### src/logic/noc_consts.svh
`ifndef NOC_CONSTS_SVH
`define NOC_CONSTS_SVH

// Descriptor word layout
`define P_RSVD      31
`define P_MEASURE   30
`define P_INJ       29:20
`define P_VC        19
`define P_SIZE      18:16
`define P_DEST      15:8
`define P_SRC       7:0

// Virtual channels and the width of a VC index
`define NUM_VCS     2
`define VC_W        1

// Size field is log2 of the flit count
`define MAX_LOG_SIZE 3

// Queue depths
`define DESC_DEPTH  4
`define FLIT_DEPTH  8

`endif

### src/logic/noc_pkg.sv
`include "noc_consts.svh"

package noc_pkg;

    typedef logic [7:0] node_addr_t;
    typedef logic [`VC_W-1:0] vc_id_t;

    // Matches the width of the P_SIZE field
    typedef logic [2:0] log_size_t;

    typedef logic [9:0] inj_time_t;

    // Decoded descriptor with the raw word kept for the head flit
    typedef struct packed {
        logic       measure;
        inj_time_t  inj_time;
        vc_id_t     vc;
        log_size_t  log_size;
        node_addr_t dest;
        node_addr_t src;
        logic [31:0] raw;
    } packet_desc_t;

    // One 35-bit flit on the output port
    typedef struct packed {
        logic        head;
        logic        tail;
        vc_id_t      vc;
        logic [31:0] data;
    } flit_t;

endpackage

### src/logic/packet_decode.sv
`timescale 1ns/1ps
`include "noc_consts.svh"

module packet_decode
    import noc_pkg::*;
#(
    parameter logic [7:0] HADDR = 8'h1B
) (
    input  logic         clock,
    input  logic         reset,
    input  logic         enable,
    input  logic [31:0]  packet_in,
    input  logic         packet_in_valid,
    output logic         packet_request,
    output logic         desc_push,
    output packet_desc_t desc_data,
    input  logic         desc_full,
    output logic         busy,
    output logic         error
);

    logic [31:0] hold_word;
    logic        hold_valid;
    logic        accept;
    logic        bad_rsvd;
    logic        bad_size;
    logic        bad_dest;
    logic        hold_bad;

    // No new request while a descriptor sits in the decode register,
    // so the full flag already counts it when the next one arrives
    assign packet_request = enable && !desc_full && !hold_valid;
    assign accept         = packet_request && packet_in_valid;

    always_ff @(posedge clock)
    begin
        if (accept)
            hold_word <= packet_in;
    end

    always_ff @(posedge clock)
    begin
        if (reset)
            hold_valid <= 1'b0;
        else
            hold_valid <= accept;
    end

    // Validity rules
    assign bad_rsvd = hold_word[`P_RSVD];
    assign bad_size = (hold_word[`P_SIZE] > `MAX_LOG_SIZE);
    assign bad_dest = (hold_word[`P_DEST] == HADDR);
    assign hold_bad = bad_rsvd || bad_size || bad_dest;

    assign desc_push = hold_valid && !hold_bad;
    assign busy      = hold_valid;

    always_comb
    begin
        desc_data.measure  = hold_word[`P_MEASURE];
        desc_data.inj_time = hold_word[`P_INJ];
        desc_data.vc       = hold_word[`P_VC];
        desc_data.log_size = hold_word[`P_SIZE];
        desc_data.dest     = hold_word[`P_DEST];
        desc_data.src      = hold_word[`P_SRC];
        desc_data.raw      = hold_word;
    end

    // Sticky until reset
    always_ff @(posedge clock)
    begin
        if (reset)
            error <= 1'b0;
        else if (hold_valid && hold_bad)
            error <= 1'b1;
    end

endmodule

### config.mk
export PLATFORM = sky130hd
export DESIGN_NAME = packet_decode
export DESIGN_NICKNAME = d
export VERILOG_FILES = /design/src/logic/noc_pkg.sv /design/src/logic/packet_decode.sv
export VERILOG_INCLUDE_DIRS = /design/src /design/src/logic
export SDC_FILE = /design/constraint.sdc
export NUM_CORES = 1
export LEC_CHECK = 0
export BUFFER_PORTS_ARGS = -buffer_cell sky130_fd_sc_hd__buf_2
export CAP_MARGIN = 20
export CORE_MARGIN = 1.5
export CORE_UTILIZATION = 25
export CTS_CLUSTER_DIAMETER = 60
export DETAILED_ROUTE_END_ITERATION = 6
export PLACE_DENSITY = 0.66
export SLEW_MARGIN = 20
export SYNTH_ARGS = -nofsm -noshare
export SYNTH_HDL_FRONTEND = slang
export SYNTH_SLANG_ARGS = --single-unit
### constraint.sdc
create_clock -name clock -period 2.3 [get_ports clock]
set_input_delay 0.345 -clock clock [delete_from_list [all_inputs] [get_ports clock]]
set_output_delay 0.345 -clock clock [all_outputs]
set_load 0.01 [all_outputs]
# After elaboration in Yosys (flattened, before gate mapping)
# Index checks and enable logic that the tools add are counted.
# op_classes
magnitude_cmp	1
eq_ne	1
reduce_logical	10
# op_table
op	count
equality test 8 x 5 -> 1 bit, second input constant	1
logical AND 1 bit	5
greater-than comparator 3 x 2 -> 1 bit, second input constant	1
zero test 1 bit	3
logical OR 1 bit	2
# totals
ff_bits	34
in_bits	37
output_inout_bits	67
elab_cells	15

# Longest topological paths before layout
# depth
depth_word	5
depth_mapped	3
depth_no_buf	3

# Least setup slack after synthesis
# No wires, ideal clock.
# synth_timing
path_type	register to register
startpoint	register hold_valid (netlist: busy)
endpoint	register hold_word[0] (enable)
setup_ns	0.393
arrival_time_ns	1.484
required_time_ns	1.907
path_slack_ns	0.424
path_stages_with_launch	3
n_path_buf	0
synth_period_minus_slack_ns	1.876
path_cell_list	dfxtp_1 nor3b_2 and2_1
# synth_via
elab_chain_cells	3
# synth_rtl
element	line	source
from (decl)	packet_decode.sv:23	logic hold_valid;
from (signal assigned)	packet_decode.sv:46	hold_valid <= accept;
zero test 1 bit	packet_decode.sv:32	assign packet_request = enable && !desc_full && !hold_valid;
logical AND 1 bit	packet_decode.sv:32	
named net packet_request	packet_decode.sv:14	output logic packet_request,
logical AND 1 bit	packet_decode.sv:33	assign accept = packet_request && packet_in_valid;
named net accept	packet_decode.sv:24	logic accept;
to (signal assigned)	packet_decode.sv:38	hold_word <= packet_in;
to (decl)	packet_decode.sv:22	logic [31:0] hold_word;
# The timed path passes the listed nets, and every way through them passes these cells.
# A chain may end at the register's enable or synchronous reset.

# Worst setup path after layout
# layout_timing
startpoint	register hold_word[13]
endpoint	output port desc_push
# layout_via
elab_chain_cells	4
# layout_rtl
element	line	source
equality test 8 x 5 -> 1 bit	packet_decode.sv:52	assign bad_dest = (hold_word[`P_DEST] == HADDR);
logical OR 1 bit	packet_decode.sv:53	assign hold_bad = bad_rsvd || bad_size || bad_dest;
zero test 1 bit	packet_decode.sv:55	assign desc_push = hold_valid && !hold_bad;
logical AND 1 bit	packet_decode.sv:55	
to (decl)	packet_decode.sv:15	output logic desc_push,
# No other way between the ends.

==> metrics.md <==
| Metric | Value |
|---|---|
| Vias per cell | `roughly 3.7` |
| HP Class | `input port to flip-flop` |
| Leakage | `0.793 nW` |
| Routed WL per cell | `10.4 um` |
| Area contributors post-synth | `edfxtp_1 73%, buf_4 18%, dfxtp_1 3.0%, nor4b_2 1.1%, a211oi_2 0.95%` |
| Total nets after synthesis | `roughly 110` |
| Top cells by count, synth | `32 x edfxtp_1, 31 x buf_4, 2 x dfxtp_1, 2 x nor2_1, 2 x nor2b_1` |
| Dpl cells | `approximately 220` |
| Sequential fraction of the synthesis area | `76.0%` |
| Setup Viol. Count Final | `0` |
| Critical path data required time | `around 2 ns` |
| IO Port Bufs | `103` |
| Startpoint types | `flip-flop` |
| CP max-delay cell | `edfxtp_1` |
| Congestion Overflow GR | `0` |
| Crit Path Category | `flip-flop to output pin` |
| Layout cell share with drive strength beyond 1 | `between 70 and 80%` |
| Slew margin rel. | `73.6%` |
| Fin crit share | `83.1%` |
| CTS Hold Buffers Added | `0` |
| Top_reg_cell synth | `edfxtp_1` |
| Reg clk slew, reported paths | `~0.070 ns` |
| Starting DRT DRC Count | `18` |
| Max Cap Viol | `0` |
| Top cell type's share of synthesized area | `72.9%` |
| Antenna violations before repair | `0` |
| Async set or reset register ratio after synthesis | `0%` |
| Mapped cell area | `about 1300 um2` |
| Area grow syn2layout | `34.9%` |
| Status | `finished clean` |
| CTS tree | `built` |
| Yosys top cell by area | `edfxtp_1` |
| Pins Over Slew Limit | `0` |
| Syn_area_per_cell | `roughly 17 um2` |
| Yosys reg bits | `34` |
| Total wire length | `2.37 mm` |
| Register area | `1000 um2` |
| Die H | `~76 um` |
| Final ANT Viol Nets | `0` |
| P per Cell Area | `672 nW/um2` |
| Largest net degree at the start of global routing | `34` |
| Final Skew | `0.00448 ns` |
| Most frequent cell after synthesis | `edfxtp_1` |
| Number of global-route vias before repair | `roughly 740` |
| Final Hold Fails | `0` |
| Multi-input gate area in the final layout | `83.8 um2` |
| Global-route wire length before repair | `3.34 mm` |
| Final-stage net count | `193` |
| Clk_lat worst skew | `0.27 ns` |
| Tot Pwr | `0.00119 W` |
| Drt pass-1 iters | `3` |
| Post-CTS setup buffer count | `0` |
| Max incr delay on CP | `0.43 ns` |
| Fillers | `512` |
| Post-cts gate resize count | `0` |
| Total GRT Usage | `under 10%` |
| CTS Buf Count | `5` |
| CTS HTree Levels | `2` |
| Mapped Cells | `76` |
| Worst Setup End Kind | `output pin` |
| Crit-path cells | `nor4b_2, nand4_1, and3_1, buf_2` |
| Worst-case clock buffer depth | `2` |
| Tmin final | `~1.9 ns` |
| Post-synth EDFFs | `32` |
| Kind of cell adding the most delay to the critical path | `simple AND/OR/NAND/NOR gates` |
| Worst Tran Pin Value | `a little under 0.4 ns` |
| Distinct cells, synth | `12` |
| VDD IR max | `0.331 mV` |
| Post-route insts no fill | `roughly 230` |
| Row cnt | `26` |
| Setup TNS | `0 ns` |
| Ant. Diodes | `0` |
| Critical path buffers and inverters | `1` |
| Final Util | `34.8%` |
| Via count | `between 800 and 900` |
| CTS root buffer | `clkbuf_8` |
| GPL Wtd Cong | `~0.67` |
| # DRC | `0` |
| Top-Level Pins | `around 100` |
| Clock Sinks | `34` |
| CP Max Fanout | `3` |
| Ys Warns | `0` |
| Total core area | `5110 um2` |
| Die area | `about 5700 um2` |
| Die Width | `75.6 um` |
| R2R setup slack | `about 0.92 ns` |
| Max frequency | `0.523 GHz` |
| Initial Utilization | `25.8%` |
| RSZ-0062 raised after global routing | `false` |
| Worst path arrival time | `1.57 ns` |
-- state kept, by name, indices dropped and copies added, names as in the netlist --
name       flops
error          1
hold_word     32
busy           1
-- power breakdown --
part,switching (W),total [W],leakage [nW],internal (W)
clock network,0.000192,0.000399,0.0426,0.000208
logic,0.0000433,0.0000879,0.441,0.0000445
registers,0.00000851,0.000706,0.310,0.000698
total,0.000244,0.00119,0.793,0.000950
-- kinds of logic (layout without fill, tap and decap cells) --
logic type,after synthesis,count (layout),share of synthesized area [%]
buffers and inverters,31,112,17.7
AND/OR/NAND/NOR,10,10,5.41
flip-flops,34,34,76.0
AO/OA/AOI/OAI,1,1,0.950
-- through the flow --
step                      area [um2]  hold WS [ns]  setup slack [ns]
after global placement          1700         0.522             0.737
after floorplan                 1320         0.410             0.424
after detailed placement        1700         0.523             0.641
final                           1780         0.241             0.388
after global routing            1780         0.220             0.240
after CTS                       1780         0.229             0.330
-- worst paths after layout --
kind                                         startpoint                 endpoint  cells after the start
worst max-delay path            hold_word[13]$_DFFE_PP_                desc_push                      4
worst min-delay path                      packet_in[15]  hold_word[15]$_DFFE_PP_                      1
worst max register to register          busy$_SDFF_PP0_  hold_word[24]$_DFFE_PP_                      3
worst min register to register       error$_SDFFE_PP0P_       error$_SDFFE_PP0P_                      2
-- area by class of cell --
cell class                      instances  area share, %
Sequential cell                        34           56.3
Clock inverter                          2          0.493
Timing Repair Buffer                  104           29.4
Multi-Input combinational cell         11           4.72
Tap cell                               70           4.93
Clock buffer                            6           4.08
-- per-layer routing --
metal,share of wire (%),track usage (%)
met4,0.55,3.57
met3,10,4.37
met2,52,14.2
met1,37,8.42
met5,0,0
-- cell usage in the layout (no fill, tap or decap), types with 2 or more instances in the layout --
cell,instances
dfxtp_1,2
nor2b_1,2
nor2_1,2
edfxtp_1,32
buf_2,103
clkbuf_8,5
Note: power is estimated with default switching activity, not from simulation.
