**src/logic/sync_fifo.sv**
```systemverilog
`timescale 1ns/1ps

module sync_fifo #(
    parameter type payload_t = logic [31:0],
    parameter int  DEPTH     = 4
) (
    input  logic     clock,
    input  logic     reset,
    input  logic     push,
    input  payload_t push_data,
    input  logic     pop,
    output payload_t pop_data,
    output logic     full,
    output logic     empty
);

    localparam int PTR_W = (DEPTH > 1) ? $clog2(DEPTH) : 1;
    localparam int CNT_W = $clog2(DEPTH + 1);

    payload_t mem [DEPTH];

    logic [PTR_W-1:0] wr_ptr;
    logic [PTR_W-1:0] rd_ptr;
    logic [CNT_W-1:0] count;
    logic             do_push;
    logic             do_pop;

    assign full    = (count == CNT_W'(DEPTH));
    assign empty   = (count == '0);
    assign do_push = push && !full;
    assign do_pop  = pop && !empty;

    // Head of queue is visible without a pop
    assign pop_data = mem[rd_ptr];

    always_ff @(posedge clock)
    begin
        if (do_push)
            mem[wr_ptr] <= push_data;
    end

    always_ff @(posedge clock)
    begin
        if (reset)
        begin
            wr_ptr <= '0;
            rd_ptr <= '0;
            count  <= '0;
        end
        else
        begin
            if (do_push)
                wr_ptr <= (wr_ptr == PTR_W'(DEPTH - 1)) ? '0 : wr_ptr + 1'b1;
            if (do_pop)
                rd_ptr <= (rd_ptr == PTR_W'(DEPTH - 1)) ? '0 : rd_ptr + 1'b1;
            case ({do_push, do_pop})
                2'b10:   count <= count + 1'b1;
                2'b01:   count <= count - 1'b1;
                default: count <= count;
            endcase
        end
    end

endmodule

```
**config.mk**
```make
export PLATFORM = sky130hd
export DESIGN_NAME = sync_fifo
export DESIGN_NICKNAME = d
export VERILOG_FILES = /design/src/logic/sync_fifo.sv
export SDC_FILE = /design/constraint.sdc
export NUM_CORES = 1
export LEC_CHECK = 0
export ABC_AREA = 1
export CAP_MARGIN = 10
export CELL_PAD_IN_SITES_DETAIL_PLACEMENT = 2
export CELL_PAD_IN_SITES_GLOBAL_PLACEMENT = 2
export CORE_ASPECT_RATIO = 0.75
export CORE_MARGIN = 5
export CORE_UTILIZATION = 39
export DETAILED_ROUTE_END_ITERATION = 8
export DONT_BUFFER_PORTS = 1
export GPL_ROUTABILITY_DRIVEN = 0
export PLACE_DENSITY_LB_ADDON = 0.1
export SETUP_SLACK_MARGIN = 0.3
export SLEW_MARGIN = 40
export SYNTH_ARGS = -nofsm -noshare
export SYNTH_HDL_FRONTEND = slang
export SYNTH_SLANG_ARGS = --single-unit
```
**constraint.sdc**
```tcl
create_clock -name clock -period 2.3 [get_ports clock]
set_input_delay 0.115 -clock clock [delete_from_list [all_inputs] [get_ports clock]]
set_output_delay 0.115 -clock clock [all_outputs]
set_load 0.005 [all_outputs]
```
# Word-level counts from Yosys, hierarchy flattened
# Memory sizes are Yosys's and may differ from the RTL's. A register that Yosys moved wholly into a read port is not among the register bits.
# Index checks and enable logic that the tools add are counted.
# W data, S select, Z words.
# word_totals
mem_count	1
wordCells	26
ram_bits	128
inputBits	36
regBits	7
# memory_table
memory	words	word_bits	rd	rd_ports_with_merged_regs	wr	line_no	text
mem	4	32	1	1	1	20	payload_t mem [DEPTH];
# classes
n_mux	7
reduce_logical	6
addsub	4
n_eq_ne	5
# op_table
op	count
$mux W2	4
$eq A2 B2 Y1 const B	3
$pmux W3 S2	1
$add A2 B1 Y2 const B	2
$add A3 B1 Y3 const B	1
$eq A3 B3 Y1 const B	1
$logic_not A3 Y1	1
$sub A3 B1 Y3 const B	1
$eq A2 B1 Y1 const B	1
$logic_and A1 B1 Y1	2
$logic_not A1 Y1	2
$mux W1	2
$reduce_bool A2 Y1	1

# Logic depth before layout (Yosys ltp)
# Gate-level depths: netlist of the first run.
# logic_depth
word_depth	5
mapped_depth	13
depth_no_buf	13

# Worst setup path after synthesis of the first run
# Ideal clock, no wire load.
# synth_timing
path_type	reg2reg
start	reg count[1]
end	mem mem[3][0] (netlist bit), enable pin
path_stages_with_launch	5
arrival_ns	1.959
path_buffers	0
required_ns	1.879
setup_ns	0.421
slack_ns	-0.080
synth_period_minus_slack_ns	2.380
path_cell_list	dfxtp_1 > nor2_1 > nand2_1 > nand2_2 > nor2_1
# synth_via
elab_chain_cells	5
# synth_rtl
element	line_no	text
from (decl)	24	logic [CNT_W-1:0] count;
from (signal assigned)	57	2'b10: count <= count + 1'b1;
from (signal assigned)	58	2'b01: count <= count - 1'b1;
from (signal assigned)	59	default: count <= count;
$eq A3 B3 Y1	28	assign full = (count == CNT_W'(DEPTH));
$logic_not A1 Y1	30	assign do_push = push && !full;
$logic_and A1 B1 Y1	30	
$mux W1	38	if (do_push)
$mux W1 (not written as such)	39	mem[wr_ptr] <= push_data;
to (decl)	20	
# No other way between the ends.

==> results of run 1 <==
==> per-layer routing <==
layer / GRT usage / part of all wire / up-vias
met4: 0.0441 / 0.013 / 0
met2: 0.290 / 0.51 / 56
met3: 0.0647 / 0.048 / 18
li1: - / - / 1495
met5: 0 / 0 / -
met1: 0.205 / 0.43 / 1603
==> sequential cells by signal, indices dropped and copies added (netlist names), named ones only <==
signal / flops
count: 3
mem: 128
rd_ptr: 2
wr_ptr: 2
==> metrics by stage <==
| step | utilization | area, sq um | hold WS, ps |
|---|---|---|---|
| 6_report | 0.491 | 6460 | 10.4 |
| 3_5_place_dp | 0.415 | 5460 | 214 |
| 5_1_grt | 0.491 | 6460 | 13.3 |
| 4_1_cts | 0.490 | 6440 | 114 |
| 2_1_floorplan | - | 5280 | 214 |
| 3_3_place_gp | 0.415 | 5460 | 214 |
==> synthesized netlist by cell type, types with 2 or more instances <==
cell type / n
sky130_fd_sc_hd__ha_1: 6
sky130_fd_sc_hd__o21ai_0: 38
sky130_fd_sc_hd__o22ai_1: 32
sky130_fd_sc_hd__buf_6: 9
sky130_fd_sc_hd__edfxtp_1: 128
sky130_fd_sc_hd__buf_4: 3
sky130_fd_sc_hd__buf_2: 6
sky130_fd_sc_hd__nor2_1: 78
sky130_fd_sc_hd__a21oi_1: 4
sky130_fd_sc_hd__inv_1: 18
sky130_fd_sc_hd__nand2_1: 13
sky130_fd_sc_hd__nand3b_1: 2
sky130_fd_sc_hd__o21ai_1: 28
sky130_fd_sc_hd__dfxtp_1: 9
==> cell families after synthesis <==
group                      after synthesis  share of synthesized area
DFF                                    137                      0.762
AOI/OAI and AO/OA                      102                      0.104
buffers and inverters                   39                     0.0455
and+or+nand+nor                         96                     0.0708
adders and majority gates                7                     0.0180
==> cells in the final DEF (no fill, tap or decap), drive strengths merged <==
cell type,instances
a21oi,4
buf,10
bufinv,3
clkbuf,17
clkinv,6
clkinvlp,1
dfxtp,9
dlygate4sd3,36
edfxtp,128
fa,1
ha,6
inv,25
nand2,14
nand3,1
nand3b,2
nand4,1
nor2,78
o21ai,66
o22ai,32
==> worst register-to-register path: stages (launching register included) <==
cell	delay [ps]
sky130_fd_sc_hd__dfxtp_1	350
sky130_fd_sc_hd__inv_1	70
sky130_fd_sc_hd__nand2_1	140
sky130_fd_sc_hd__nand2_1	120
sky130_fd_sc_hd__inv_1	80
sky130_fd_sc_hd__ha_1	160
sky130_fd_sc_hd__inv_1	80
sky130_fd_sc_hd__fa_1	390
sky130_fd_sc_hd__inv_1	70
sky130_fd_sc_hd__nand2_1	60
sky130_fd_sc_hd__nand3_1	70
sky130_fd_sc_hd__nand2_1	50
sky130_fd_sc_hd__inv_1	50
sky130_fd_sc_hd__nor2_1	30
==> where the power goes <==
part | internal, uW | leakage, uW | total (uW) | switching, uW
sequential | 3010 | 0.00125 | 3130 | 119
clock | 1730 | 0.000300 | 2840 | 1110
combinational | 474 | 0.000684 | 1600 | 1120
total | 5210 | 0.00223 | 7560 | 2350
==> repair_timing <==
action | 4_1_cts | 5_1_grt
hold buffers | 36 | 0
setup endpoints to repair | 4 | 9
gates resized for setup | 1 | 3
pin swaps | 0 | 1
hold endpoints to repair | 136 | 0
buffers inserted | 0 | 1
==> layout make-up <==
cell class,count,area (sq um)
clock inverters,15,190
fillers,1240,6690
flip-flops and latches,137,4030
clock buffers,17,425
multi-input cells,205,1050
inverters,20,83.8
repair buffers,46,464
well taps,171,214
==> worst max-delay path by stage <==
stage,startpoint,endpoint,slack (ps),depth (start not counted)
4_1_cts,count[1],count[2],300,12
3_5_place_dp,count[1],count[2],320,12
2_1_floorplan,count[1],mem[3][0],-80,4
3_3_place_gp,count[1],count[2],390,12
5_1_grt,count[2],count[2],270,13
6_report,flip-flop,pop_data[23],470,3
==> flow_summary.yaml, run 1 <==
outcome:
  run_status: "completed"
placed_design:
  dp_slack_ps: 325
  dpl.cell_count: 542
  place.detailed.hpwl_mm: 7.38
  io_buffers: 0
sta:
  final_hold_viol_count: 0
  fin_skew_ps: 7.10
  max_clock_freq_mhz: 546
  setup_violations: 0
  totalNegativeSetupSlack_ps: 0
  final.period_utilization: 0.796
  final_max_slew_viol_count: 0
  grt_setup_unrepaired: "true"
  timing.final.ws_setup_ps: 470
  worstMarginPinSlew_ps: 561
  fin_crit_ps: 1830
  maxSlewHeadroom: 0.625
power_and_ir_drop:
  post-layout-total-power_uw: 7560
  power.static_leakage_uw: 0.00223
  cellPowerDensity_nw_per_um2: 1170
  ir_drop_v: 0.000683
cts:
  worstSkewPairLatency_ps: 420
  max-clock-path-buffers: 2
  path_clk_slew_ps: 60
  max_h_tree_level: 4
  cts_inserted_buffers: 17
  clock-sinks: 137
  tritoncts: "yes"
  cts.root.buffer_cell: "sky130_fd_sc_hd__clkbuf_16"
drt:
  drt_pass1_iterations: 4
  routed_wirelength_mm: 12.8
  viasPerCell: 5.19
  drt_iter0_drcs: 211
  drc: 0
  ant_nets: 0
  wire_per_inst_microns: 21.0
  vias: 3172
synth:
  asyncSetResetFlopFracSynth: 0
  syn-instance-count: 381
  synth-seq-area-share: 0.762
  yosys.area.top_type: "sky130_fd_sc_hd__edfxtp_1"
  synth_cell_type_count: 21
  netlist.area_leader.share: 0.727
  synth_edf_count: 128
  most_used_flip_flop_cell_after_synthesis: "sky130_fd_sc_hd__edfxtp_1"
  ys_ff_latch: 137
  syn-cell-area_sq_um: 5280
  yosysWarningCount: 0
  synth.area.top_cells: "sky130_fd_sc_hd__edfxtp_1, sky130_fd_sc_hd__nor2_1, sky130_fd_sc_hd__o22ai_1, sky130_fd_sc_hd__o21ai_0, sky130_fd_sc_hd__dfxtp_1"
  avgSynthCellArea_sq_um: 13.9
  syn_nets: 424
critical_path:
  critical_path.max_fanout: 32
  critical_path_arrival_ps: 1720
  r2r_cells: 13
  worst_ep_required_time_ps: 2180
  timing.critical_path.to_type: "output port"
  crit_chain: "clkinv_2 -> o21ai_1 -> o22ai_1"
  cp_slowest_stage_delay_ps: 450
  rrSetupSlack_ps: 490
  timing.rr.start: "count[2]"
  critPathTopFamily: "compound AO/OA/AOI/OAI gates"
  critical_path_class: "flip-flop to output port"
  cp_num_buf_inv: 1
  standard_cell_with_the_maximum_stage_delay_on_the_critical_path: "sky130_fd_sc_hd__clkinv_2"
  worst_r2r_endpoint: "count[2]"
  cp-start-kind: "flip-flop"
finish:
  nNetsFinal: 470
  diodes: 0
  layout.cells.non_filler: 611
  layout-drive-gt1-share: 0.111
  area_delta_synth_final_pct: 22.3
grt:
  pin_count_of_the_biggest_net_entering_global_routing: 65
  overflow_left_after_global_routing: 0
  groute.usage.overall: 0.171
  first_global_vias: 3619
  grt_antenna_before_repair: 0
  grt_first_pass_wirelength_mm: 20.5
min_path:
  holdPathStages: 3
  whs_endpoint: "count[0]"
  worst_hold_startpoint: "push"
  hp-class: "primary input to flip-flop"
floorplanning:
  effective_utilization_at_floorplan: 0.402
  io-pin-count: 70
  fp.dieArea_sq_um: 16000
  die-width_microns: 144
  core_area_sq_um: 13200
  die_h_microns: 111
  placementRows: 36
job:
  drv.max_cap_violation_count: 0
Power figures use the tool's default switching activity.
==> run 2: changes to the inputs <==
- ABC_AREA: 1 -> 0
- clock period: 2.3 -> 1.6 ns (I/O delays scaled with it)
==> run 2 against run 1 <==
Effect of this change:
- the flow now finishes with violations (negative hold slack, negative setup slack)
- design area grew 12%
- worst hold slack worse by 300 ps
- global-route usage increased by 1.2 points
- clock power grew 41%
- clock-buffer cell count grew 1
- sequential share of layout area is 6.7 points lower
- routed wire length grew 2.7%
- critical endpoint is now count[2]
- first-iteration DRC count shrank 58%
- clock skew is 5.0 ps higher
- combinational power is 87% higher
- non-clock buffer count grew 40
- highest routed layer is now met5
- final cell count decreased by 18%
==> flow_summary.yaml, run 2 <==
outcome:
  run_status: "complete, but fails checks"
  violations: "negative hold slack, negative setup slack"
floorplanning:
  effective_utilization_at_floorplan: 0.396
  io-pin-count: 70
  die-width_microns: 142
  die_h_microns: 109
  core_area_sq_um: 12900
  fp.dieArea_sq_um: 15500
  placementRows: 36
finish:
  nNetsFinal: 360
  layout_common_cells: "sky130_fd_sc_hd__edfxtp_1, sky130_fd_sc_hd__mux4_2, sky130_fd_sc_hd__dlygate4sd3_1, sky130_fd_sc_hd__clkbuf_16, sky130_fd_sc_hd__buf_12"
  final_core_util: 0.563
  diodes: 0
  design_area_sq_um: 7250
  biggestRegsByFlops: "mem x128, count x3"
  layout-drive-gt1-share: 0.442
  max_flop_register: "mem"
  multiInputGateArea_sq_um: 1100
  layout.cells.non_filler: 501
  final-seq-area_sq_um: 4030
  area_delta_synth_final_pct: 42.1
  final_common_cell: "sky130_fd_sc_hd__edfxtp_1"
  max_reg_flops: 128
  n_fill_cell: 1050
drt:
  ant_nets: 0
  routed_wirelength_mm: 13.2
  drt_iter0_drcs: 88
  wire_per_inst_microns: 26.3
  vias: 2574
  viasPerCell: 5.14
  drt_pass1_iterations: 6
  drc: 0
grt:
  grt_first_pass_wirelength_mm: 19.7
  first_global_vias: 2973
  pin_count_of_the_biggest_net_entering_global_routing: 18
  groute.usage.overall: 0.184
  grt_antenna_before_repair: 1
  overflow_left_after_global_routing: 0
critical_path:
  cp_slowest_stage_delay_ps: 380
  timing.critical_path.to_type: "flip-flop"
  cp-start-kind: "flip-flop"
  standard_cell_with_the_maximum_stage_delay_on_the_critical_path: "sky130_fd_sc_hd__or3b_4"
  critical_path_arrival_ps: 2510
  worst_ep_required_time_ps: 1950
  critPathTopFamily: "simple AND/OR/NAND/NOR gates"
  critical_path_class: "flip-flop to flip-flop"
  critical_path.max_fanout: 2
  cp_num_buf_inv: 2
  crit_chain: "or3b_4 -> and2_4 -> inv_4 -> ha_4 -> inv_2 -> fa_2 -> xor2_2 -> or3_4 -> a21oi_2"
synth:
  syn-instance-count: 221
  synthAdderAreaFrac: 0.0186
  avgSynthCellArea_sq_um: 23.1
  synthSimpleGateAreaFrac: 0.0194
  yosys.area.top_type: "sky130_fd_sc_hd__edfxtp_1"
  main_combinational_cell_family_by_area_after_synthesis: "multiplexers"
  yosysMostFrequentCell: "sky130_fd_sc_hd__edfxtp_1"
  post_synth_mux_area_share: 0.143
  post_synth_xor_area_fraction: 0.00343
  synth.area.top_cells: "sky130_fd_sc_hd__edfxtp_1, sky130_fd_sc_hd__mux4_2, sky130_fd_sc_hd__dfxtp_1, sky130_fd_sc_hd__ha_1, sky130_fd_sc_hd__inv_1"
  ys_ff_latch: 137
  most_used_flip_flop_cell_after_synthesis: "sky130_fd_sc_hd__edfxtp_1"
  syn-cell-area_sq_um: 5100
  synth_compound_gate_area_share: 0.0103
  netlist.area_leader.share: 0.753
  syn_nets: 264
  asyncSetResetFlopFracSynth: 0
  synth.top_cells.by_count: "sky130_fd_sc_hd__edfxtp_1, sky130_fd_sc_hd__mux4_2, sky130_fd_sc_hd__dfxtp_1"
  synth_edf_count: 128
  synth-seq-area-share: 0.789
  synth_cell_type_count: 28
  yosysWarningCount: 0
sta:
  maxSlewHeadroom: 0.814
  worstMarginPinSlew_ps: 278
  fin_skew_ps: 12.1
  hold-worst-slack_ps: -291
  final_max_slew_viol_count: 0
  timing.final.ws_setup_ps: -554
  grt_setup_unrepaired: "true"
  final_hold_viol_count: 9
  max_clock_freq_mhz: 464
  fin_crit_ps: 2150
  setup_violations: 166
  final.period_utilization: 1.35
placed_design:
  dp_slack_ps: -560
  dpl.cell_count: 403
  io_buffers: 0
  placedInstanceArea_sq_um: 5560
  place.detailed.hpwl_mm: 6.91
power_and_ir_drop:
  internal_power_uw: 8490
  p_seq_frac: 0.390
  cellPowerDensity_nw_per_um2: 1580
  power.static_leakage_uw: 0.00244
  p_switching_uw: 2990
  combPwrFrac: 0.261
  ir_drop_v: 0.000952
  pwr-share-clk: 0.350
  switching_share: 0.261
cts:
  path_clk_slew_ps: 60
  max-clock-path-buffers: 2
  tritoncts: "yes"
  cts_hold_buf: 32
  clock-sinks: 137
  max_h_tree_level: 4
  worstSkewPairLatency_ps: 420
  cts_inserted_buffers: 17
  cts.root.buffer_cell: "sky130_fd_sc_hd__clkbuf_16"
min_path:
  hp-class: "primary input to flip-flop"
job:
  drv.max_cap_violation_count: 0
## run 2: power groups by stage
stage               clock network (uW)  registers [uW]  logic [uW]
floorplan                            0            4470        1240
global placement                     0            4470        1800
detailed placement                   0            4510        1880
CTS                               4070            4470        2770
global route                      4300            4500        3190
finish                            4010            4470        2990
## run 2: stage by stage
stage / power [uW] / setup TNS (ps)
finish: 11500 / -57980
global route: 12000 / -65990
CTS: 11300 / -57490
detailed placement: 6390 / -983
global placement: 6270 / -693
floorplan: 5710 / -960
## run 2: path summary, 6_finish.rpt
kind | start | to | slack, ps | cells after the start
worst min-delay path | reset | count[2] | -290 | 1
worst max-delay path | count[2] | count[2] | -550 | 9
worst max register to register | count[2] | count[2] | -550 | 9
worst min register to register | rd_ptr[0] | flip-flop | 570 | 2
## run 2: metal layers
metal  vias to the layer above  wire, microns  track usage  part of all wire
met3                        16            716       0.0544             0.054
met1                      1361           5560        0.233              0.42
met2                        76           6700        0.309              0.51
li1                       1119              -            -                 -
met5                         -             13            0           0.00099
met4                         2            176       0.0534             0.013
## run 2: cell families after synthesis
group,Yosys count
compound gates,8
xor+xnor,2
fa+ha+maj,7
buf+inv,17
flops,137
mux,33
simple gates,17
## run 2: what timing repair did
item	in CTS	in global routing
gates cloned	15	0
setup buffers	13	6
resized for setup	38	11
setup endpoints to repair	169	170
pin swaps	9	7
endpoints found under the hold margin	137	9
## run 2: layout make-up
| cell class | instances | share of cell area |
|---|---|---|
| multi-input cells | 67 | 0.152 |
| clock buffers | 18 | 0.0592 |
| well taps | 171 | 0.0295 |
| repair buffers | 86 | 0.175 |
| flip-flops and latches | 137 | 0.556 |
| clock inverters | 14 | 0.0240 |
| inverters | 8 | 0.00449 |
## run 2: worst reg2reg max path: stages, from the launching register on
cell                      delay (ps)
sky130_fd_sc_hd__dfxtp_2         330
sky130_fd_sc_hd__or3b_4          380
sky130_fd_sc_hd__and2_4          160
sky130_fd_sc_hd__inv_4            60
sky130_fd_sc_hd__ha_4            130
sky130_fd_sc_hd__inv_2            40
sky130_fd_sc_hd__fa_2            350
sky130_fd_sc_hd__xor2_2          160
sky130_fd_sc_hd__or3_4           330
sky130_fd_sc_hd__a21oi_2         140
