===== src/logic/noc_consts.svh =====
`ifndef NOC_CONSTS_SVH
`define NOC_CONSTS_SVH

// Descriptor word layout
`define P_RSVD      31
`define P_MEASURE   30
`define P_INJ       29:20
`define P_VC        19
`define P_SIZE      18:16
`define P_DEST      15:8
`define P_SRC       7:0

// Virtual channels and the width of a VC index
`define NUM_VCS     2
`define VC_W        1

// Size field is log2 of the flit count
`define MAX_LOG_SIZE 3

// Queue depths
`define DESC_DEPTH  4
`define FLIT_DEPTH  8

`endif


===== src/logic/noc_pkg.sv =====
`include "noc_consts.svh"

package noc_pkg;

    typedef logic [7:0] node_addr_t;
    typedef logic [`VC_W-1:0] vc_id_t;

    // Matches the width of the P_SIZE field
    typedef logic [2:0] log_size_t;

    typedef logic [9:0] inj_time_t;

    // Decoded descriptor with the raw word kept for the head flit
    typedef struct packed {
        logic       measure;
        inj_time_t  inj_time;
        vc_id_t     vc;
        log_size_t  log_size;
        node_addr_t dest;
        node_addr_t src;
        logic [31:0] raw;
    } packet_desc_t;

    // One 35-bit flit on the output port
    typedef struct packed {
        logic        head;
        logic        tail;
        vc_id_t      vc;
        logic [31:0] data;
    } flit_t;

endpackage


===== src/logic/flit_builder.sv =====
`timescale 1ns/1ps
`include "noc_consts.svh"

module flit_builder
    import noc_pkg::*;
(
    input  logic                clock,
    input  logic                reset,
    output logic                desc_pop,
    input  packet_desc_t        desc_data,
    input  logic                desc_empty,
    output logic [`NUM_VCS-1:0] flit_push,
    output flit_t               flit_data,
    input  logic [`NUM_VCS-1:0] flit_full,
    output logic                busy
);

    localparam int IDX_W = `MAX_LOG_SIZE + 1;

    typedef enum logic {
        S_IDLE,
        S_SEND
    } state_t;

    state_t       state;
    packet_desc_t cur;
    logic [IDX_W-1:0] idx;
    logic [IDX_W-1:0] flit_total;
    logic         head_flit;
    logic         last_flit;
    logic         can_write;

    assign flit_total = IDX_W'(1) << cur.log_size;
    assign head_flit  = (idx == '0);
    assign last_flit  = (idx == flit_total - IDX_W'(1));

    // Stall while the target VC queue is full
    assign can_write = (state == S_SEND) && !flit_full[cur.vc];
    assign desc_pop  = (state == S_IDLE) && !desc_empty;
    assign busy      = (state == S_SEND);

    always_ff @(posedge clock)
    begin
        if (desc_pop)
            cur <= desc_data;
    end

    always_ff @(posedge clock)
    begin
        if (reset)
        begin
            state <= S_IDLE;
            idx   <= '0;
        end
        else
        begin
            case (state)
                S_IDLE:
                begin
                    idx <= '0;
                    if (desc_pop)
                        state <= S_SEND;
                end
                S_SEND:
                begin
                    if (can_write)
                    begin
                        if (last_flit)
                        begin
                            state <= S_IDLE;
                            idx   <= '0;
                        end
                        else
                            idx <= idx + 1'b1;
                    end
                end
                default: state <= S_IDLE;
            endcase
        end
    end

    always_comb
    begin
        flit_data.head = head_flit;
        flit_data.tail = last_flit;
        flit_data.vc   = cur.vc;
        // Head carries the descriptor, the rest carry index and route
        if (head_flit)
            flit_data.data = cur.raw;
        else
            flit_data.data = {8'h00, 8'(idx), cur.dest, cur.src};

        flit_push = '0;
        if (can_write)
            flit_push[cur.vc] = 1'b1;
    end

endmodule


===== config.mk =====
export PLATFORM = sky130hd
export DESIGN_NAME = flit_builder
export DESIGN_NICKNAME = d
export VERILOG_FILES = /design/src/logic/noc_pkg.sv /design/src/logic/flit_builder.sv
export VERILOG_INCLUDE_DIRS = /design/src /design/src/logic
export SDC_FILE = /design/constraint.sdc
export NUM_CORES = 1
export LEC_CHECK = 0
export ABC_AREA = 1
export BUFFER_PORTS_ARGS = -buffer_cell sky130_fd_sc_hd__buf_2
export CORE_ASPECT_RATIO = 1.4
export CORE_UTILIZATION = 47
export DETAILED_ROUTE_END_ITERATION = 7
export GPL_ROUTABILITY_DRIVEN = 0
export MAX_ROUTING_LAYER = met4
export PLACE_DENSITY = 0.8
export SYNTH_ARGS = -nofsm -noshare
export SYNTH_HDL_FRONTEND = slang
export SYNTH_SLANG_ARGS = --single-unit

===== constraint.sdc =====
create_clock -name clock -period 4.7 [get_ports clock]
set_input_delay 0.94 -clock clock [delete_from_list [all_inputs] [get_ports clock]]
set_output_delay 0.94 -clock clock [all_outputs]
set_load 0.01 [all_outputs]

## After elaboration in Yosys (flattened, before gate mapping)

Cells that the tools add are included.

| word-level totals | value |
|---|---|
| logic and storage cells | 34 |
| register bits | 57 |
| output and inout bits | 39 |
| input bits | 68 |

| operators by class | value |
|---|---|
| reductions and logical operators | 6 |
| bitwise operators | 1 |
| shift-type cells | 1 |
| add/sub/neg operators | 2 |
| equality and inequality tests | 2 |
| order comparisons | 2 |
| muxes and demuxes | 13 |

Operator list:

| cell | number |
|---|---|
| 32-bit 2-to-1 mux | 1 |
| 4-bit 2-to-1 mux | 2 |
| 4-bit one-hot mux with 2 select lines | 1 |
| 1-bit 2-to-1 mux | 6 |
| 4-bit by 1-bit adder with 4-bit output (second input constant) | 1 |
| 4-bit equality test | 1 |
| 4-bit logical NOT | 1 |
| 1-bit by 3-bit left shift with 4-bit output (first input constant) | 1 |
| 4-bit by 1-bit subtractor with 4-bit output (second input constant) | 1 |
| 1-bit logical AND | 3 |
| 1-bit logical NOT | 2 |
| 1-bit by 2-bit < comparator with 1-bit output (second input constant) | 1 |
| 2-bit 2-to-1 mux | 1 |
| 2-bit by 1-bit inequality test with 1-bit output (second input constant) | 1 |
| 1-bit one-hot mux with 2 select lines | 1 |
| 1-bit demux with 1-bit select | 1 |
| 1-bit greater-or-equal comparator (second input constant) | 1 |
| 1-bit inverter | 1 |

## Depth between registers and ports, before layout

Gate-level depths: netlist (run 1).

| logic depth | value |
|---|---|
| depth in word-level cells | 6 |
| depth in mapped cells | 11 |
| gate-level depth less buffers | 11 |

## Worst setup path after synthesis (run 1)

OpenSTA, ideal clock, no wires.

| timing | value |
|---|---|
| path type | in2out |
| start | in desc_empty |
| end | out desc_pop |
| buffers on the path | 0 |
| path slack | 512 ps |
| data required time | 3760 ps |
| arrival time | 3248 ps |
| stages | 1 |
| cells stage by stage | nor2_1 |

| on the way | value |
|---|---|
| longest elaborated chain between the ends | 2 |

Ends and longest elaborated chain:

| what | RTL line | source |
|---|---|---|
| start, declared | flit_builder.sv:11 | `input logic desc_empty,` |
| 1-bit logical NOT | flit_builder.sv:39 | `assign desc_pop = (state == S_IDLE) && !desc_empty;` |
| 1-bit logical AND | flit_builder.sv:39 |  |
| end, declared | flit_builder.sv:9 | `output logic desc_pop,` |

Every way passes these cells.

==> results of run 1 <==
-- logic make-up (layout without fill, tap and decap cells) --
kind of cell             after synthesis  after routing  synth area share, %
AO/OA/AOI/OAI                         10             10                 2.82
XOR/XNOR                               5              5                 1.83
adder cells (fa/ha/maj)                3              3                 1.57
buffers and inverters                 35            138                 7.25
flip-flops                            57             57                 69.3
AND/OR/NAND/NOR                      100            100                 17.2
-- worst reg2reg max path: stages, from the launching register on --
cell	delay, ps
edfxtp_1	430
nor2_2	160
nand2_2	70
ha_1	310
inv_1	60
nand2_1	40
nand2_1	70
nand2_2	50
nor2_2	110
nand2_2	100
o21ai_1	130
inv_1	40
-- registers in the layout (all words and copies together), names as in the netlist --
name,flops
idx,4
cur,51
flit_data,1
busy,1
-- report_power, final --
| part | internal (mW) | switching (mW) |
|---|---|---|
| Clock | 0.239 | 0.177 |
| Combinational | 0.0537 | 0.0786 |
| Sequential | 0.586 | 0.00900 |
-- layer usage --
layer  track usage (%)  vias to the layer above  part of all wire (%)
met3              5.53                       11                   4.7
met4              9.94                        0                   2.2
li1                  -                      866                     -
met2              34.4                       52                    57
met5                 -                        -                     0
met1              18.3                      812                    36
-- layout make-up --
class	count	share of cell area [%]
sequential	57	54.1
clock buffer	11	4.28
inverter	26	3.18
tap	64	2.61
timing repair buffer	96	15.7
clock inverter	5	1.51
multi-input combinational	118	18.5
-- cell usage in the layout, fill, tap and decap left out, drive strengths merged --
master  count
ha          3
edfxtp     52
or2         1
o21bai      1
inv        26
nand3b      1
o21ai       4
xor2        2
clkinv      4
dfxtp       5
a21oi       5
nor2       21
nand3       3
bufinv      1
xnor2       3
buf        96
nand2      74
clkbuf     11
-- cells in the mapped netlist, types with 2 or more instances --
cell | count | area (um^2)
nor2_2 | 2 | 12.5
dfxtp_1 | 5 | 100
nand2_1 | 70 | 263
nor2_1 | 19 | 71.3
nand3_1 | 2 | 10.0
inv_1 | 23 | 86.3
edfxtp_1 | 52 | 1560
ha_1 | 3 | 37.5
o21ai_1 | 2 | 10.0
nand2_2 | 3 | 18.8
xor2_1 | 2 | 17.5
a21oi_1 | 4 | 20.0
buf_6 | 3 | 33.8
inv_2 | 3 | 11.3
xnor2_1 | 3 | 26.3
buf_4 | 5 | 37.5
-- worst max path at each step --
stage                          to  cells past startpoint  slack, ps        from
floorplan                desc_pop                      1        510  desc_empty
global placement    flit_data[16]                      7       1690      idx[0]
detailed placement  flit_data[16]                      7       1690      idx[0]
CTS                 flit_data[16]                      7       1330      idx[0]
global route        flit_data[16]                      7       1110      idx[0]
finish              flit_data[16]                      7       1350      idx[0]
==> results.cfg, run 1 <==
[timing]
fmax_mhz = 298
worst_pin_slew_ps = 634
max-slew-margin-rel_pct = 57.7
rsz0062_at_grt = false
setup_viol = 0
worst_slack_ps = 1350
post-route-period-util_pct = 71.3
skew_ps = 4.95
finalSetupTns_ps = 0
finalHoldViolCount = 0
whs_ps = 538
finalCriticalPeriod_ps = 3350
final_max_slew_viol_count = 0

[cts]
cts_sinks = 57
cts_htree_levels = 3
postCtsSetupBuffers = 0
cts_resized = 0
cts_buffers = 9
cts_root_buffer = clkbuf_8
clkLatencyLatePin_ps = 330
tritoncts = built
ctsHoldBuffers = 0
clk_pin_slew_ps = 60
cts.path.max_buffers = 2

[placement]
post_dp_cell_area_um2 = 2890
portBuffers = 95
dp_hpwl_um = 3300
place_ws_ps = 1690
dpl.cell_count = 361

[worst_setup_path]
critPathCaptureType = output port
cp_data_arrival_time_ps = 2410
cp_max_fo = 29
slowest_delay_ps = 550
cp.required_ps = 3760
cp_slowest_cell = inv_2
regToRegStartpoint = cur[50]
cp_cell_sequence = inv_1, ha_1, nand3_2, inv_2, nand2_1, o21ai_0, buf_2
critPathKind = register to output port
start_kind = register
r2r_cells = 11
regToRegEndpoint = busy
critical_path.top_delay_family = buffers and inverters
reg2reg_slack_ps = 3020
worst-path-buf-inv = 3

[yosys]
synth.distinct_cells = 25
async_flop_share_pct = 0
synth_nets = 281
ys_seq_elements = 57
syn-cell-area_um2 = 2400
synthCells = 210
yosysSeqAreaShare_pct = 69.3
syn_area_per_cell_um2 = 11.4
ys.flop_type = edfxtp_1
synth_edf_count = 52
yosys_warnings = 0

[detailed_routing]
postRouteAntennaNets = 0
drt-initial-drc-count = 38
wl_per_cell_um = 12.5
drc = 0
vias = 1741
firstDrtPassIters = 4
wl_um = 4730
via_per_inst = 4.62

[run]
cap_violations = 0

[power_and_ir_drop]
vdd_ir_drop_max_v = 0.000239
power_density_nw_per_um2 = 372
leakage_nw = 1.44
power.total_mw = 1.14

[layout]
regArea_um2 = 1660
fin_cells = 377
antenna_cells = 0
syn2layout_area_growth_pct = 28.0
n_fill_cell = 404
drive_gt1_share_pct = 38.7
finalInstanceArea_um2 = 3070
fin_util_pct = 62.9
fin_nets = 379
multiInputGateArea_um2 = 569

[floorplanning]
start_util_pct = 49.1
boundaryPins = 107
std_cell_rows = 30
dieArea_um2 = 5390
die_y_um = 86.5
die_w_um = 62.4
core_area_um2 = 4880

[min_path]
worst_hold_startpoint = idx[1]
hold_end = idx[1]
hold_depth = 2
hold_class = register to register

[global_route]
grt_max_degree = 53
grt_pass1_wl_um = 7370
grt_pass1_vias = 1667
overflow = 0
antenna_found_initial = 0
grtUsageTotal_pct = 19.0

[run_status]
status = complete, no violations
Power figures use the tool's default switching activity.
==> run 2, diff against run 1 <==
--- a/config.mk
+++ b/config.mk
@@ -6,14 +6,14 @@
 export SDC_FILE = /design/constraint.sdc
 export NUM_CORES = 1
 export LEC_CHECK = 0
-export ABC_AREA = 1
+export ABC_AREA = 0
 export BUFFER_PORTS_ARGS = -buffer_cell sky130_fd_sc_hd__buf_2
 export CORE_ASPECT_RATIO = 1.4
-export CORE_UTILIZATION = 47
+export CORE_UTILIZATION = 42
 export DETAILED_ROUTE_END_ITERATION = 7
 export GPL_ROUTABILITY_DRIVEN = 0
 export MAX_ROUTING_LAYER = met4
-export PLACE_DENSITY = 0.8
+export PLACE_DENSITY = 0.75
 export SYNTH_ARGS = -nofsm -noshare
 export SYNTH_HDL_FRONTEND = slang
 export SYNTH_SLANG_ARGS = --single-unit
==> constraint.sdc (replaced) <==
create_clock -name clock -period 2.9 [get_ports clock]
set_input_delay 0.58 -clock clock [delete_from_list [all_inputs] [get_ports clock]]
set_output_delay 0.58 -clock clock [all_outputs]
set_load 0.01 [all_outputs]
==> run 2 against run 1 <==
Compared with the run above: synthesized cell count fell by 30%; first-iteration DRC count rose by 76%; power rose by 61%; register-to-register slack got worse by 2200 ps; core utilization fell by 6.4 points; global-route usage fell by 2.9 points; clock-buffer cell count did not move; design area rose by 1.0%; worst hold slack got worse by 110 ps; area after synthesis fell by 0.89%; routed wire length fell by 7.8%.
==> results.cfg, run 2 <==
[yosys]
syn_area_per_cell_um2 = 16.3
yosys_warnings = 0
synthCells = 146
synth_xor_area_share_pct = 1.90
ys.flop_type = edfxtp_1
synth.distinct_cells = 36
synthSimpleGateAreaFrac_pct = 9.79
syn-cell-area_um2 = 2380
synth_edf_count = 52
yosys-top-cells-area = edfxtp_1 66%, mux2_2 8.1%, dfxtp_1 4.2%
synth_top_family_by_area = simple AND/OR/NAND/NOR gates
synth_most_common_cell = edfxtp_1
yosys.area.top_type = edfxtp_1
ys_seq_elements = 57
synth_common_cells = 52 x edfxtp_1, 17 x mux2_2, 12 x and2_1
synth_top_area_share_pct = 65.7
yosysSeqAreaShare_pct = 69.9
synth_mux_area_share_pct = 9.27
synth_nets = 217
synthAdderAreaFrac_pct = 1.58
synth_compound_area_share_pct = 4.90
async_flop_share_pct = 0

[layout]
multiInputGateArea_um2 = 659
drive_gt1_share_pct = 53.5
fin_util_pct = 56.5
finalInstanceArea_um2 = 3100
fin_nets = 320
n_fill_cell = 479
syn2layout_area_growth_pct = 30.5
regArea_um2 = 1660
largest_reg_flops = 51
layout_common_cells = 95 x buf_2, 52 x edfxtp_1, 17 x mux2_2
regMostFlops = cur
layout_commonest_cell = buf_2
antenna_cells = 0
reg_top3 = cur: 51 flops, idx: 4 flops

[timing]
worst_slack_ps = 125
finalSetupTns_ps = 0
rsz0062_at_grt = false
max-slew-margin-rel_pct = 69.6
final_max_slew_viol_count = 0
worst_pin_slew_ps = 448
fmax_mhz = 360
skew_ps = 8.94
setup_viol = 0
finalHoldViolCount = 0
post-route-period-util_pct = 95.7
finalCriticalPeriod_ps = 2780

[placement]
dp_hpwl_um = 3240
post_dp_cell_area_um2 = 2920
place_ws_ps = 355
portBuffers = 95

[worst_setup_path]
critPathCaptureType = output port
reg2reg_slack_ps = 790
start_kind = register
cp.required_ps = 2320
critPathKind = register to output port
cp_max_fo = 4
cp_data_arrival_time_ps = 2200

[min_path]
hold_class = input pin to register

[cts]
cts_buffers = 9
clk_pin_slew_ps = 60
ctsHoldBuffers = 0
tritoncts = built
cts_htree_levels = 3
cts.path.max_buffers = 2
cts_sinks = 57
cts_resized = 0
cts_root_buffer = clkbuf_8
clkLatencyLatePin_ps = 330

[detailed_routing]
wl_per_cell_um = 13.5
via_per_inst = 4.82
drc = 0
wl_um = 4360
vias = 1552
postRouteAntennaNets = 0
drt-initial-drc-count = 67
firstDrtPassIters = 4

[floorplanning]
dieArea_um2 = 5970
start_util_pct = 43.3
boundaryPins = 107
die_w_um = 65.6
std_cell_rows = 32
core_area_um2 = 5490
die_y_um = 91.0

[power_and_ir_drop]
combPwrFrac_pct = 11.3
power_density_nw_per_um2 = 593
p_clk_share_pct = 36.2
p_switching_uw = 400
power.total_mw = 1.84
vdd_ir_drop_max_v = 0.000425
seqPwrFrac_pct = 52.5
internal-power_mw = 1.44
switching_share_pct = 21.8
leakage_nw = 1.27

[global_route]
antenna_found_initial = 0
grt_pass1_vias = 1561
grt_max_degree = 35
overflow = 0
grt_pass1_wl_um = 6720
grtUsageTotal_pct = 16.1

[run_status]
status = complete, no violations

[run]
cap_violations = 0
run 2: cell types whose count changed after synthesis, sizes merged, moves of 3 or more:
cell,before,now
mux2,0,18
inv,26,3
a21oi,5,2
and2,0,12
nand2,74,8
nor2,21,6
run 2: path summary, 6_finish.rpt:
path / from / endpoint / cells after the start
min: desc_data[28] / cur[28] / 1
max: cur[49] / flit_data[33] / 6
min reg2reg: idx[3] / idx[3] / 2
max reg2reg: cur[49] / busy / 7
run 2: logic make-up (layout without fill, tap and decap cells):
group,Yosys count,count (layout)
DFF,57,57
and+or+nand+nor,40,40
muxes,19,19
AOI/OAI and AO/OA,14,14
buffers and inverters,10,118
adders and majority gates,3,3
xor gates and xnor gates,3,3
run 2: through the flow:
| stage | hold WS, ps | instances |
|---|---|---|
| 6_report | 427 | 322 |
| 5_1_grt | 409 | 322 |
| 4_1_cts | 408 | 322 |
| 3_5_place_dp | 549 | 305 |
| 3_3_place_gp | 536 | 305 |
| 2_1_floorplan | 505 | 146 |
run 2: final cells by class:
class / count / share of cell area (%)
clock buffer: 11 / 4.24
multi-input combinational: 79 / 21.3
timing repair buffer: 99 / 16.3
clock inverter: 5 / 1.49
tap: 68 / 2.74
inverter: 3 / 0.363
sequential: 57 / 53.6
run 2: worst max-delay path, cell delays in order, from the launching register on:
cell	delay [ps]
edfxtp_1	410
or3_1	390
ha_1	270
xnor2_4	180
mux2_4	340
a21oi_4	150
buf_2	140
run 2: what timing repair did:
item,CTS,global route
endpoints found under the hold margin,0,0
setup buffers,1,0
setup endpoints to repair,1,0
run 2: metal layers:
metal | vias to the layer above | wire length, um | share of wire, % | global-route usage [%]
met4 | 0 | 95 | 2.2 | 10.3
met3 | 9 | 183 | 4.2 | 4.15
met1 | 738 | 1660 | 38 | 15.9
met5 | - | 0 | 0 | -
li1 | 753 | - | - | -
met2 | 52 | 2420 | 55 | 27.4
run 2: power by group through the flow:
stage	clock network (mW)	logic [mW]	registers [mW]
after floorplan	0	0.117	0.979
after global placement	0	0.207	0.979
after detailed placement	0	0.211	0.982
after CTS	0.686	0.212	0.965
after global routing	0.711	0.227	0.969
final	0.665	0.208	0.965
==> run 3, diff against run 2 <==
--- a/config.mk
+++ b/config.mk
@@ -13,7 +13,7 @@
 export DETAILED_ROUTE_END_ITERATION = 7
 export GPL_ROUTABILITY_DRIVEN = 0
 export MAX_ROUTING_LAYER = met4
-export PLACE_DENSITY = 0.75
+export PLACE_DENSITY = 0.78
 export SYNTH_ARGS = -nofsm -noshare
 export SYNTH_HDL_FRONTEND = slang
 export SYNTH_SLANG_ARGS = --single-unit
==> run 3 against run 2 <==
Compared with the run above: worst setup slack better by 21 ps; combinational power hardly changed; critical path depth stayed put; non-clock buffer count stayed put; critical path type unchanged; critical endpoint unchanged; largest cell class unchanged; highest routed layer unchanged.
==> results.cfg, run 3 (synthesis gave the netlist of run 2 again) <==
[worst_setup_path]
cp.required_ps = 2320
reg2reg_slack_ps = 810
critPathCaptureType = output port
critPathLaunch = cur[49]
regToRegStartpoint = cur[49]
start_kind = register
cp_max_fo = 4
regToRegEndpoint = busy
critPathKind = register to output port
r2r_cells = 7
cp_data_arrival_time_ps = 2170
crit_end = flit_data[33]

[floorplanning]
core_area_um2 = 5490
boundaryPins = 107
start_util_pct = 43.3
die_w_um = 65.6
die_y_um = 91.0
std_cell_rows = 32
dieArea_um2 = 5970

[run]
cap_violations = 0

[power_and_ir_drop]
p_clk_share_pct = 33.9
combPwrFrac_pct = 11.8
switching_share_pct = 24.0
internal-power_mw = 1.35
seqPwrFrac_pct = 54.2
p_switching_uw = 426
power_density_nw_per_um2 = 575
vdd_ir_drop_max_v = 0.000346
leakage_nw = 1.26

[timing]
max-slew-margin-rel_pct = 68.2
finalHoldViolCount = 0
final_max_slew_viol_count = 0
rsz0062_at_grt = false
fmax_mhz = 363
post-route-period-util_pct = 95.0
finalCriticalPeriod_ps = 2750
skew_ps = 6.31
finalSetupTns_ps = 0
worst_pin_slew_ps = 467
setup_viol = 0

[cts]
tritoncts = built
cts_htree_levels = 3
cts_root_buffer = clkbuf_8
cts_buffers = 9
cts.path.max_buffers = 2
ctsHoldBuffers = 0
clk_pin_slew_ps = 70
clkLatencyLatePin_ps = 320
cts_sinks = 57

[detailed_routing]
wl_um = 4380
drt-initial-drc-count = 74
vias = 1550
firstDrtPassIters = 4
postRouteAntennaNets = 0
via_per_inst = 4.81
wl_per_cell_um = 13.6
drc = 0

[layout]
multiInputGateArea_um2 = 662
layout_commonest_cell = buf_2
layout_common_cells = 95 x buf_2, 52 x edfxtp_1, 17 x mux2_2
syn2layout_area_growth_pct = 29.9
fin_util_pct = 56.3
drive_gt1_share_pct = 55.1
fin_nets = 320
finalInstanceArea_um2 = 3090
largest_reg_flops = 51
n_fill_cell = 458
regMostFlops = cur
reg_top3 = cur: 51 flops, idx: 4 flops
fin_cells = 322
regArea_um2 = 1660
antenna_cells = 0

[placement]
dp_hpwl_um = 3120
dpl.cell_count = 305
portBuffers = 95
post_dp_cell_area_um2 = 2920

[min_path]
worst_hold_startpoint = desc_data[12]
hold_class = input pin to register

[global_route]
grt_max_degree = 35
grt_pass1_wl_um = 6700
grt_pass1_vias = 1486
overflow = 0
antenna_found_initial = 0
grtUsageTotal_pct = 16.2

[run_status]
status = complete, no violations
run 3: changes by cell type in the layout (fill, tap and decap cells not counted), sizes merged:
| cell | change |
|---|---|
| clkbuf | -2 |
| clkinvlp | +2 |
| bufinv | -1 |
| clkinv | +1 |
run 3: what timing repair did:
item	CTS	global route
setup buffers	1	0
gates resized for setup	0	1
pin swaps	1	0
endpoints found under the setup margin	1	1
run 3: how the worst min path moves through the flow:
stage	endpoint	slack, ps	cells after the start
3_5_place_dp	idx[3]	550	2
2_1_floorplan	idx[0]	510	2
3_3_place_gp	idx[3]	540	2
5_1_grt	cur[7]	400	1
4_1_cts	cur[12]	410	1
6_report	cur[12]	430	1
run 3: layout make-up:
class / count / area share (%)
clock buffer: 9 / 4.01
clock inverter: 7 / 1.22
inverter: 3 / 0.365
multi-input combinational: 79 / 21.4
sequential: 57 / 53.8
tap: 68 / 2.76
timing repair buffer: 99 / 16.4
run 3: per-stage QoR:
step,setup WS [ps],hold slack [ps],power [mW]
2_1_floorplan,318,505,1.10
3_3_place_gp,385,537,1.19
3_5_place_dp,340,550,1.19
4_1_cts,62.1,408,1.80
5_1_grt,34.1,400,1.85
6_report,145,428,1.78
run 3: power by group through the flow:
| stage | sequential, mW | combinational (mW) | clock [mW] |
|---|---|---|---|
| after global placement | 0.979 | 0.207 | 0 |
| final | 0.963 | 0.210 | 0.602 |
| after global routing | 0.968 | 0.231 | 0.652 |
| after detailed placement | 0.981 | 0.212 | 0 |
| after floorplan | 0.979 | 0.117 | 0 |
| after CTS | 0.964 | 0.213 | 0.620 |
run 3: routing by layer:
metal  part of all wire [%]  GRT usage, %
met3                    5.6          5.78
met4                    2.7          10.1
met5                      0             -
met1                     39          16.4
met2                     53          26.1
run 3: critical path, stage by stage, from the launching register on:
cell and delay, ps:
edfxtp_1 410, or3_1 400, ha_2 230, xnor2_4 170, mux2_4 340, a21oi_4 160, buf_2 140
